**src/logic/packer_defs.svh**
```systemverilog
// Width and depth constants shared by the packer RTL
// Word, segment length and fill widths, component FIFO sizing

`ifndef PACKER_DEFS_SVH
`define PACKER_DEFS_SVH

// Code word and output word width
`define WORD_BITS 32

// Segment length, 1 to 32
`define COUNT_BITS 6

// Bit offset inside the current word
`define FILL_BITS 5

// Component FIFO sizing
`define FIFO_DEPTH 16
`define FIFO_ADDR_BITS 4

`endif

```
**src/logic/bitstream_pkg.sv**
```systemverilog
// Bitstream types: code word, segment bit count, word fill offset

`default_nettype none

`include "packer_defs.svh"

package bitstream_pkg;

    // Code bits, MSB first, valid bits left-justified
    typedef logic [`WORD_BITS-1:0] code_word_t;

    // Segment length in bits
    typedef logic [`COUNT_BITS-1:0] bit_count_t;

    // Next free bit in the unfinished word
    typedef logic [`FILL_BITS-1:0] fill_t;

endpackage

`default_nettype wire

```
**src/logic/component_pkg.sv**
```systemverilog
// Colour component enumeration and block order successor

`default_nettype none

package component_pkg;

    typedef enum logic [1:0] {
        COMP_Y  = 2'd0,
        COMP_CB = 2'd1,
        COMP_CR = 2'd2
    } component_e;

    // Block order Y, Cb, Cr, then back to Y
    function automatic component_e next_component(input component_e comp);
        case (comp)
            COMP_Y:  return COMP_CB;
            COMP_CB: return COMP_CR;
            default: return COMP_Y;
        endcase
    endfunction

endpackage

`default_nettype wire

```
**src/logic/segment_fifo.sv**
```systemverilog
// Show-ahead synchronous FIFO of tagged code segments, one per component

`timescale 1ns/10ps
`default_nettype none

`include "packer_defs.svh"

module segment_fifo #(
    parameter int DEPTH = `FIFO_DEPTH
) (
    input  wire                       clk,
    input  wire                       rst,
    input  wire                       wr,
    input  wire bitstream_pkg::code_word_t wr_data,
    input  wire bitstream_pkg::bit_count_t wr_length,
    input  wire                       wr_eob,
    input  wire                       pop,
    output bitstream_pkg::code_word_t head_data,
    output bitstream_pkg::bit_count_t head_length,
    output logic                      head_eob,
    output logic                      empty
);
    import bitstream_pkg::*;

    localparam int ADDR_BITS = $clog2(DEPTH);

    code_word_t           data_mem [DEPTH];
    bit_count_t           length_mem [DEPTH];
    logic [DEPTH-1:0]     eob_mem;
    logic [ADDR_BITS-1:0] wr_ptr;
    logic [ADDR_BITS-1:0] rd_ptr;
    logic [ADDR_BITS:0]   count;
    logic                 full;

    assign empty = (count == '0);
    assign full  = (count == (ADDR_BITS + 1)'(DEPTH));

    // Head is visible without a read cycle
    assign head_data   = data_mem[rd_ptr];
    assign head_length = length_mem[rd_ptr];
    assign head_eob    = eob_mem[rd_ptr];

    always_ff @(posedge clk) begin
        if (rst) begin
            wr_ptr <= '0;
            rd_ptr <= '0;
            count  <= '0;
        end else begin
            if (wr) begin
                wr_ptr <= wr_ptr + 1'b1;
            end
            if (pop) begin
                rd_ptr <= rd_ptr + 1'b1;
            end
            case ({wr, pop})
                2'b10:   count <= count + 1'b1;
                2'b01:   count <= count - 1'b1;
                default: count <= count;
            endcase
        end
    end

    always_ff @(posedge clk) begin
        if (wr) begin
            data_mem[wr_ptr]   <= wr_data;
            length_mem[wr_ptr] <= wr_length;
            eob_mem[wr_ptr]    <= wr_eob;
        end
    end

    // Input side has no ready, so a full FIFO means lost segments
    a_no_overflow: assert property (@(posedge clk) disable iff (rst) wr |-> !full || pop)
        else $error("segment written into a full FIFO");
    a_no_underflow: assert property (@(posedge clk) disable iff (rst) pop |-> !empty)
        else $error("pop from an empty FIFO");

endmodule

`default_nettype wire

```
**src/logic/block_sequencer.sv**
```systemverilog
// Block sequencer draining the Y, Cb and Cr FIFOs in block order
// Registers the selected head toward the aligner

`timescale 1ns/10ps
`default_nettype none

module block_sequencer (
    input  wire                            clk,
    input  wire                            rst,
    input  wire                            empty_y,
    input  wire                            empty_cb,
    input  wire                            empty_cr,
    input  wire bitstream_pkg::code_word_t head_data_y,
    input  wire bitstream_pkg::code_word_t head_data_cb,
    input  wire bitstream_pkg::code_word_t head_data_cr,
    input  wire bitstream_pkg::bit_count_t head_length_y,
    input  wire bitstream_pkg::bit_count_t head_length_cb,
    input  wire bitstream_pkg::bit_count_t head_length_cr,
    input  wire                            head_eob_y,
    input  wire                            head_eob_cb,
    input  wire                            head_eob_cr,
    output logic                           pop_y,
    output logic                           pop_cb,
    output logic                           pop_cr,
    output logic                           in_valid,
    output bitstream_pkg::code_word_t      in_data,
    output bitstream_pkg::bit_count_t      in_length,
    output logic                           in_eob
);
    import bitstream_pkg::*;
    import component_pkg::*;

    component_e cur;
    code_word_t sel_data;
    bit_count_t sel_length;
    logic       sel_eob;
    logic       sel_empty;
    logic       take;

    always_comb begin
        case (cur)
            COMP_CB: begin
                sel_data   = head_data_cb;
                sel_length = head_length_cb;
                sel_eob    = head_eob_cb;
                sel_empty  = empty_cb;
            end
            COMP_CR: begin
                sel_data   = head_data_cr;
                sel_length = head_length_cr;
                sel_eob    = head_eob_cr;
                sel_empty  = empty_cr;
            end
            default: begin
                sel_data   = head_data_y;
                sel_length = head_length_y;
                sel_eob    = head_eob_y;
                sel_empty  = empty_y;
            end
        endcase
    end

    // Waits on the current component even if others hold data
    assign take   = !sel_empty;
    assign pop_y  = take && (cur == COMP_Y);
    assign pop_cb = take && (cur == COMP_CB);
    assign pop_cr = take && (cur == COMP_CR);

    always_ff @(posedge clk) begin
        if (rst) begin
            cur      <= COMP_Y;
            in_valid <= 1'b0;
        end else begin
            in_valid <= take;
            if (take && sel_eob) begin
                cur <= next_component(cur);
            end
        end
    end

    always_ff @(posedge clk) begin
        if (take) begin
            in_data   <= sel_data;
            in_length <= sel_length;
            in_eob    <= sel_eob;
        end
    end

endmodule

`default_nettype wire

```
**src/logic/segment_aligner.sv**
```systemverilog
// Segment aligner: running bit offset and five-stage barrel shift
// Splits each segment into the current-word part and the overflow part

`timescale 1ns/10ps
`default_nettype none

`include "packer_defs.svh"

module segment_aligner (
    input  wire                            clk,
    input  wire                            rst,
    input  wire                            in_valid,
    input  wire bitstream_pkg::code_word_t in_data,
    input  wire bitstream_pkg::bit_count_t in_length,
    output logic                           al_valid,
    output bitstream_pkg::code_word_t      hi_part,
    output bitstream_pkg::code_word_t      lo_part,
    output logic                           wrap,
    output bitstream_pkg::fill_t           fill_count
);
    import bitstream_pkg::*;

    localparam int STAGES = 5;

    fill_t            fill;
    bit_count_t       sum;
    code_word_t       masked;
    code_word_t [1:0] pair_in;
    code_word_t [1:0] pair_q [STAGES];
    fill_t            off_q [STAGES-1];
    logic [STAGES-1:0] valid_q;
    logic [STAGES-1:0] wrap_q;

    // Clear everything below the segment length
    assign masked  = in_data & ~(code_word_t'('1) >> in_length);
    assign pair_in = {masked, code_word_t'('0)};
    assign sum     = bit_count_t'(fill) + in_length;

    always_ff @(posedge clk) begin
        if (rst) begin
            fill    <= '0;
            valid_q <= '0;
        end else begin
            valid_q <= {valid_q[STAGES-2:0], in_valid};
            if (in_valid) begin
                fill <= fill_t'(sum);
            end
        end
    end

    // Stage k shifts by 16 >> k when offset bit 4-k is set
    always_ff @(posedge clk) begin
        pair_q[0] <= fill[STAGES-1] ? pair_in >> (`WORD_BITS / 2) : pair_in;
        wrap_q[0] <= (sum >= `WORD_BITS);
        off_q[0]  <= fill;
        for (int k = 1; k < STAGES; k++) begin
            pair_q[k] <= off_q[k-1][STAGES-1-k] ?
                         pair_q[k-1] >> ((`WORD_BITS / 2) >> k) : pair_q[k-1];
            wrap_q[k] <= wrap_q[k-1];
        end
        for (int k = 1; k < STAGES - 1; k++) begin
            off_q[k] <= off_q[k-1];
        end
    end

    assign al_valid   = valid_q[STAGES-1];
    assign hi_part    = pair_q[STAGES-1][1];
    assign lo_part    = pair_q[STAGES-1][0];
    assign wrap       = wrap_q[STAGES-1];
    assign fill_count = fill;

    // Zero-length segments would stall the offset without any output
    a_length_nonzero: assert property (@(posedge clk) disable iff (rst)
        in_valid |-> in_length != '0)
        else $error("segment of length zero reached the aligner");

endmodule

`default_nettype wire

```
**src/logic/word_assembler.sv**
```systemverilog
// Word assembler merging aligned segment parts into 32-bit output words

`timescale 1ns/10ps
`default_nettype none

module word_assembler (
    input  wire                            clk,
    input  wire                            rst,
    input  wire                            al_valid,
    input  wire bitstream_pkg::code_word_t hi_part,
    input  wire bitstream_pkg::code_word_t lo_part,
    input  wire                            wrap,
    output bitstream_pkg::code_word_t      word,
    output logic                           word_valid
);
    import bitstream_pkg::*;

    code_word_t acc;
    code_word_t merged;

    // Bits above the fill point already sit in acc
    assign merged = acc | hi_part;

    always_ff @(posedge clk) begin
        if (rst) begin
            acc        <= '0;
            word_valid <= 1'b0;
        end else begin
            word_valid <= al_valid && wrap;
            if (al_valid) begin
                // Overflow bits start the next word
                acc <= wrap ? lo_part : merged;
            end
        end
    end

    always_ff @(posedge clk) begin
        if (al_valid && wrap) begin
            word <= merged;
        end
    end

endmodule

`default_nettype wire

```
**src/logic/jpeg_stream_packer.sv**
```systemverilog
// JPEG entropy-stream packer top level
// Write steering into the component FIFOs, sequencer, aligner, assembler

`timescale 1ns/10ps
`default_nettype none

`include "packer_defs.svh"

module jpeg_stream_packer (
    input  wire                              clk,
    input  wire                              rst,
    input  wire                              seg_valid,
    input  wire component_pkg::component_e   seg_component,
    input  wire bitstream_pkg::code_word_t   seg_data,
    input  wire bitstream_pkg::bit_count_t   seg_length,
    input  wire                              seg_eob,
    output bitstream_pkg::code_word_t        word,
    output logic                             word_valid,
    output bitstream_pkg::fill_t             fill_count
);
    import bitstream_pkg::*;
    import component_pkg::*;

    localparam int SEG_FIFO_DEPTH = 1 << `FIFO_ADDR_BITS;

    logic       wr_y, wr_cb, wr_cr;
    logic       pop_y, pop_cb, pop_cr;
    logic       empty_y, empty_cb, empty_cr;
    code_word_t head_data_y, head_data_cb, head_data_cr;
    bit_count_t head_length_y, head_length_cb, head_length_cr;
    logic       head_eob_y, head_eob_cb, head_eob_cr;
    logic       in_valid;
    code_word_t in_data;
    bit_count_t in_length;
    logic       al_valid;
    code_word_t hi_part;
    code_word_t lo_part;
    logic       wrap;

    assign wr_y  = seg_valid && (seg_component == COMP_Y);
    assign wr_cb = seg_valid && (seg_component == COMP_CB);
    assign wr_cr = seg_valid && (seg_component == COMP_CR);

    segment_fifo #(.DEPTH(SEG_FIFO_DEPTH)) fifo_y (
        .clk(clk), .rst(rst),
        .wr(wr_y), .wr_data(seg_data), .wr_length(seg_length), .wr_eob(seg_eob),
        .pop(pop_y),
        .head_data(head_data_y), .head_length(head_length_y), .head_eob(head_eob_y),
        .empty(empty_y)
    );

    segment_fifo #(.DEPTH(SEG_FIFO_DEPTH)) fifo_cb (
        .clk(clk), .rst(rst),
        .wr(wr_cb), .wr_data(seg_data), .wr_length(seg_length), .wr_eob(seg_eob),
        .pop(pop_cb),
        .head_data(head_data_cb), .head_length(head_length_cb), .head_eob(head_eob_cb),
        .empty(empty_cb)
    );

    segment_fifo #(.DEPTH(SEG_FIFO_DEPTH)) fifo_cr (
        .clk(clk), .rst(rst),
        .wr(wr_cr), .wr_data(seg_data), .wr_length(seg_length), .wr_eob(seg_eob),
        .pop(pop_cr),
        .head_data(head_data_cr), .head_length(head_length_cr), .head_eob(head_eob_cr),
        .empty(empty_cr)
    );

    block_sequencer u_sequencer (
        .clk(clk), .rst(rst),
        .empty_y(empty_y), .empty_cb(empty_cb), .empty_cr(empty_cr),
        .head_data_y(head_data_y), .head_data_cb(head_data_cb),
        .head_data_cr(head_data_cr),
        .head_length_y(head_length_y), .head_length_cb(head_length_cb),
        .head_length_cr(head_length_cr),
        .head_eob_y(head_eob_y), .head_eob_cb(head_eob_cb), .head_eob_cr(head_eob_cr),
        .pop_y(pop_y), .pop_cb(pop_cb), .pop_cr(pop_cr),
        .in_valid(in_valid), .in_data(in_data), .in_length(in_length),
        .in_eob()
    );

    segment_aligner u_aligner (
        .clk(clk), .rst(rst),
        .in_valid(in_valid), .in_data(in_data), .in_length(in_length),
        .al_valid(al_valid), .hi_part(hi_part), .lo_part(lo_part), .wrap(wrap),
        .fill_count(fill_count)
    );

    word_assembler u_assembler (
        .clk(clk), .rst(rst),
        .al_valid(al_valid), .hi_part(hi_part), .lo_part(lo_part), .wrap(wrap),
        .word(word), .word_valid(word_valid)
    );

endmodule

`default_nettype wire

```
**config.mk**
```make
export PLATFORM = sky130hd
export DESIGN_NAME = jpeg_stream_packer
export DESIGN_NICKNAME = d
export VERILOG_FILES = /design/src/logic/bitstream_pkg.sv /design/src/logic/component_pkg.sv /design/src/logic/segment_fifo.sv /design/src/logic/block_sequencer.sv /design/src/logic/segment_aligner.sv /design/src/logic/word_assembler.sv /design/src/logic/jpeg_stream_packer.sv
export VERILOG_INCLUDE_DIRS = /design/src /design/src/logic
export SDC_FILE = /design/constraint.sdc
export NUM_CORES = 2
export LEC_CHECK = 0
export ABC_AREA = 0
export BUFFER_PORTS_ARGS = -buffer_cell sky130_fd_sc_hd__buf_2
export CAP_MARGIN = 20
export CORE_MARGIN = 2
export CORE_UTILIZATION = 38
export DETAILED_ROUTE_END_ITERATION = 8
export GPL_TIMING_DRIVEN = 0
export SYNTH_ARGS = -nofsm -noshare
export SYNTH_HDL_FRONTEND = slang
export SYNTH_HIERARCHICAL = 1
export SYNTH_SLANG_ARGS = --single-unit
```
**constraint.sdc**
```tcl
create_clock -name clk -period 4.9 [get_ports clk]
set_clock_uncertainty 0.05 [all_clocks]
set_input_delay 0.245 -clock clk [delete_from_list [all_inputs] [get_ports clk]]
set_output_delay 0.245 -clock clk [all_outputs]
set_load 0.05 [all_outputs]
```
---- After elaboration in Yosys (flattened, before gate mapping) ----
Memories as Yosys holds them, arrays and structs flattened. A register that Yosys moved wholly into a read port is not among the register bits.
Cells that the tools add are included.
Widths: inputs -> output; s select.
word-level totals
  flip-flop bits (word level) ............. 208
  bits in writable memories ............... 2164
  bits of input ports ..................... 44
  output and inout port bits .............. 38
  logic and storage cells ................. 134
  memories ................................ 8
memory list
  memory              words  bits a word  rd ports  clocked after Yosys merged registers in  write ports  line                   source
  fifo_cb.data_mem    16     32           1         1                                        1            segment_fifo.sv:27     code_word_t data_mem [DEPTH];
  fifo_cr.data_mem    16     32           1         1                                        1            segment_fifo.sv:27
  fifo_y.data_mem     16     32           1         1                                        1            segment_fifo.sv:27
  u_aligner.pair_q    5      64           5         0                                        5            segment_aligner.sv:29  code_word_t [1:0] pair_q [STAGES];
  fifo_cb.length_mem  16     6            1         1                                        1            segment_fifo.sv:28     bit_count_t length_mem [DEPTH];
  fifo_cr.length_mem  16     6            1         1                                        1            segment_fifo.sv:28
  +2 memories         -      -            -         -                                        -            -
cells by class
  $add $sub $neg .......................... 13
  order comparisons ....................... 10
  equality and inequality tests ........... 10
  shifts and indexed selects .............. 1
  mux-type cells .......................... 47
  bitwise operators ....................... 3
  reductions and logical operators ........ 20
operator list
  operator               count
  $mux 64                5
  $pmux 32 s2            1
  $bwmux 16              3
  $mux 4                 12
  $and 32x32->32         1
  $mux 32                1
  $not 32->32            1
  $or 32x32->32          1
  $shr 32x6->32 const A  1
  $lt 4x5->1 const B     6
  $pmux 5 s2             3
  $add 4x1->4 const B    6
  $add 5x1->5 const B    3
  $logic_not 5->1        3
  $sub 5x1->5 const B    3
  $bmux 1 s4             3
  $demux 1 s4            3
  $ge 4x1->1 const B     3
  $mux 1                 12
  $pmux 6 s2             1
  $logic_and 1x1->1      11
  $eq 2x1->1 const B     5
  $eq 2x2->1 const B     5
  $add 5x6->6            1
  other kinds (6)        10

---- Logic depth before layout (Yosys ltp) ----
  depth in word-level cells ............... 6
  mapped depth ............................ 15
  gate-level depth less buffers ........... 13

---- Modules after synthesis ----
Netlist, hierarchy kept.
modules (own cells, without submodules)
  module                       instances  cells an instance  area an instance (µm²)  seq. area each (µm²)
  segment_fifo at fifo_cb ...  2          1063               24248.3                 19078.3
  segment_fifo at fifo_y       1          1064               24282.0                 19078.3
  segment_aligner              1          828                10607.7                 6286.0
  word_assembler               1          241                2805.2                  1621.6
  block_sequencer              1          195                2118.3                  1231.2
  jpeg_stream_packer           1          3                  30.0                    0.0

---- Least setup slack after synthesis ----
Ideal clock, no wire load.
  path kind ............................... flip-flop to flip-flop
  start point ............................. reg fifo_y.count[1]
  end point ............................... reg fifo_y.count[4]
  library setup time ...................... 126 ps
  data arrival time ....................... 3335 ps
  required time ........................... 4724 ps
  path slack .............................. 1389 ps
  cell stages (with the launch flop) ...... 15
  buffers on the path ..................... 2
  cells stage by stage .................... dfxtp_1 clkbuf_1 or4_1 nor2_1 nor2_1 a21oi_2 inv_2 and2_1 ha_1 buf_2 xor2_1 ha_1 or4b_2 nand4_1 o211ai_1
between the ends
  cells in the longest elaborated chain, start to end .. 6
  elaborated cells on any way between the ends .. 10
RTL lines
  item                                                    line                      source
  from (decl)                                             segment_fifo.sv:32        logic [ADDR_BITS:0] count;
  from (signal assigned)                                  segment_fifo.sv:56        2'b10: count <= count + 1'b1;
  from (signal assigned)                                  segment_fifo.sv:57        2'b01: count <= count - 1'b1;
  from (signal assigned)                                  segment_fifo.sv:58        default: count <= count;
  $logic_not 5->1 (*)                                     segment_fifo.sv:35        assign empty = (count == '0);
  net empty_y                                             jpeg_stream_packer.sv:28  logic empty_y, empty_cb, empty_cr;
  $pmux 1 s2 (*)                                          block_sequencer.sv:41     case (cur)
  $logic_not 1->1 (*)                                     block_sequencer.sv:64     assign take = !sel_empty;
  $logic_and 1x1->1 (*)                                   block_sequencer.sv:65     assign pop_y = take && (cur == COMP_Y);
  net pop_y                                               jpeg_stream_packer.sv:27  logic pop_y, pop_cb, pop_cr;
  $eq 2x1->1 / $eq 2x2->1 (equally long branches)         segment_fifo.sv:55        case ({wr, pop})
  $pmux 5 s2 / $reduce_bool 2->1 (equally long branches)  -
Mark *: on every way through the listed nets, which the timed path passes. The rest lies on a longest branch.
A chain may end at the register's enable or synchronous reset.

---- Worst setup path after layout ----
  start point ............................. reg u_sequencer.cur[0]
  end point ............................... reg fifo_cr.count[4]
between the ends
  cells in the longest elaborated chain, start to end .. 6
  elaborated cells on any way between the ends .. 9
RTL lines
  item                                                    line                                          source
  from (decl)                                             block_sequencer.sv:33                         component_e cur;
  from (signal assigned)                                  block_sequencer.sv:76                         cur <= next_component(cur);
  $eq 2x2->1 / $eq 2x1->1 (equally long branches)         block_sequencer.sv:41, block_sequencer.sv:67
  $pmux 1 s2                                              block_sequencer.sv:41
  $logic_not 1->1                                         block_sequencer.sv:64
  $logic_and 1x1->1 (*)                                   block_sequencer.sv:67                         assign pop_cr = take && (cur == COMP_CR);
  net pop_cr                                              jpeg_stream_packer.sv:27
  $eq 2x1->1 / $eq 2x2->1 (equally long branches)         segment_fifo.sv:55
  $pmux 5 s2 / $reduce_bool 2->1 (equally long branches)  -
  to (signal assigned)                                    segment_fifo.sv:56
  to (signal assigned)                                    segment_fifo.sv:57
  to (signal assigned)                                    segment_fifo.sv:58
  to (decl)                                               segment_fifo.sv:32
Marked as above.

==> flow_summary.ini <==
[job]
maxCapViolCount = 0

[detailed_routing]
detail-route-antenna-nets = 0
wl_per_cell_um = 26.8
via_count = 43300
vias_per_cell = 5.37
drc = 0
drt-initial-drc-count = 4865
totalWireLength_um = 216000
dr.pass1.iters = 6

[critical_path]
worstSetupEndpoint = fifo_cr/count[4]
arrival_ns = 5.14
r2r_setup_slack_ns = 0.40
critPathCaptureType = flop
critPathLaunch = u_sequencer/cur[0]
rr_worst_depth = 14
r2r-start = u_sequencer/cur[0]
start_kind = flop
critical_path.max_fanout = 44
required_ns = 5.54
r2r_end = fifo_cr/count[4]
path_class = reg2reg

[power_and_ir_drop]
p_int_mw = 36.6
p_switching_mw = 12.8
power.share.clock_pct = 35.3
p_per_area_nw_per_um2 = 488
pwr-share-seq_pct = 47.9
pwr-share-comb_pct = 16.8
leakage_nw = 32.8
p_sw_share_pct = 26.0
power_mw = 49.4
ir_drop_v = 0.000320

[timing]
rsz0062_at_grt = false
period_share_pct = 91.8
hold-worst-slack_ns = 0.0660
setup_viol = 0
worst-slew-pin-transition_ns = 1.16
timing.final.crit_period_ns = 4.50
fmax_mhz = 222
drv_slew = 0
max_slew_margin_pct = 22.7
hold_violations = 0

[clock_network]
cts_max_level = 4
cts_setup_buffers = 0
clockBufferDepth = 3
clk_pin_slew_ns = 0.06
clock-sinks = 2343
cts_buffers = 225
cts-root-buf = clkbuf_16
worstSkewPairLatency_ns = 0.88
cts_tree = yes

[yosys]
synth_nets = 4535
synth_cells = 4456
syn_avg_cell_area_sq_um = 19.8
ys_warn_count = 6
syn-cell-area_sq_um = 88300

[grt]
antenna_found_initial = 13
grt_max_degree = 49
grt_pass1_vias = 43600
grt_pass1_wl_um = 310000
gr-total-overflow = 0
grt.total_usage_pct = 18.1

[floorplan]
die_w_um = 486
pin_count = 82
rows = 176
die_y_um = 486
core_area_sq_um = 231000
dieArea_sq_um = 236000
initial_core_util_pct = 38.3

[layout]
post-route-util_pct = 43.9
drive_gt1_share_pct = 29.4
layout.cells.most_common_list = 1942 x edfxtp_1, 471 x mux4_2, 401 x dfxtp_1, 268 x a22oi_1, 228 x clkbuf_16
final_cell_area_sq_um = 101000
final_common_cell = edfxtp_1
nets = 4910
layout.cells.non_filler = 8054
area_delta_synth_final_pct = 14.7
nFillCells = 19600

[hold_path]
min_path_type = in2reg

[placement]
io_buffer_count = 81
dpl_cell_area_sq_um = 93500
place.gp.congestion = 0.876
dp.cells = 7612
dp_hpwl_um = 138000

[run_status]
status = finished clean
## worst max-delay path, cell delays in order (launching register included)
cell,delay (ns)
dfxtp_1,0.37
inv_1,0.11
ha_1,0.36
a22oi_1,0.61
a21oi_2,0.17
inv_4,0.45
and2_1,0.47
ha_1,0.22
clkbuf_1,0.31
xor2_1,0.12
ha_1,0.25
nor2b_1,0.14
o32ai_1,0.31
mux2i_1,0.23
o2111ai_1,0.13
## power groups by stage
stage / clock network [mW] / logic, mW / registers [mW]
6_report: 17.5 / 8.31 / 23.7
5_1_grt: 18.6 / 8.93 / 23.8
2_1_floorplan: 0 / 5.71 / 23.8
4_1_cts: 17.8 / 8.33 / 23.7
3_3_place_gp: 0 / 8.22 / 24.1
3_5_place_dp: 0 / 8.28 / 24.1
## metrics by stage
step           setup TNS (ns)  worst slack [ns]
2_1_floorplan               0              1.40
3_3_place_gp                0            0.0681
3_5_place_dp          -0.0113           -0.0113
4_1_cts                     0            0.0449
5_1_grt                     0             0.189
6_report                    0             0.401
## registers in the layout, indices dropped and copies added (netlist names), 96 cells and up, named ones only
name,flops
fifo_cb/data_mem,512
fifo_cb/length_mem,96
fifo_cr/data_mem,512
fifo_cr/length_mem,96
fifo_y/data_mem,512
fifo_y/length_mem,96
u_aligner/pair_q,289
## metal layers
| layer | global-route usage (%) | vias to the layer above | share of wire, % |
|---|---|---|---|
| li1 | - | 18600 | - |
| met1 | 25.7 | 22800 | 43 |
| met2 | 28.5 | 1500 | 47 |
| met3 | 3.11 | 305 | 7.0 |
| met4 | 5.34 | 2 | 2.8 |
| met5 | 0.531 | - | 0.075 |
## how the worst min path moves through the flow
stage	startpoint	to	cells after the start
after floorplan	u_aligner/off_q[0][0]	u_aligner/off_q[1][0]	0
after global placement	u_aligner/off_q[0][0]	u_aligner/off_q[1][0]	0
after detailed placement	u_aligner/off_q[0][2]	u_aligner/off_q[1][2]	0
after CTS	seg_component[1]	fifo_cb/wr_ptr[1]	5
after global routing	seg_data[23]	fifo_cb/data_mem[3][23]	1
final	seg_data[23]	fifo_cb/data_mem[3][23]	1
## final cells by class
class / count / area (sq um) / area share [%]
clock inverters: 134 / 1450 / 1.43
clock buffers: 285 / 6050 / 5.97
plain buffers: 310 / 1790 / 1.77
flip-flops and latches: 2343 / 66300 / 65.5
inverters: 89 / 337 / 0.332
repair buffers: 148 / 1640 / 1.62
multi-input cells: 1714 / 19900 / 19.7
well taps: 3026 / 3790 / 3.74
diodes: 5 / 12.5 / 0.0123
## what timing repair did
item	4_1_cts	5_1_grt
setup endpoints to repair	2	3
hold buffers	4	7
cloned	0	0
hold endpoints to repair	8	185
pin swaps	0	0
resized for setup	2	2
Power figures use the tool's default switching activity.
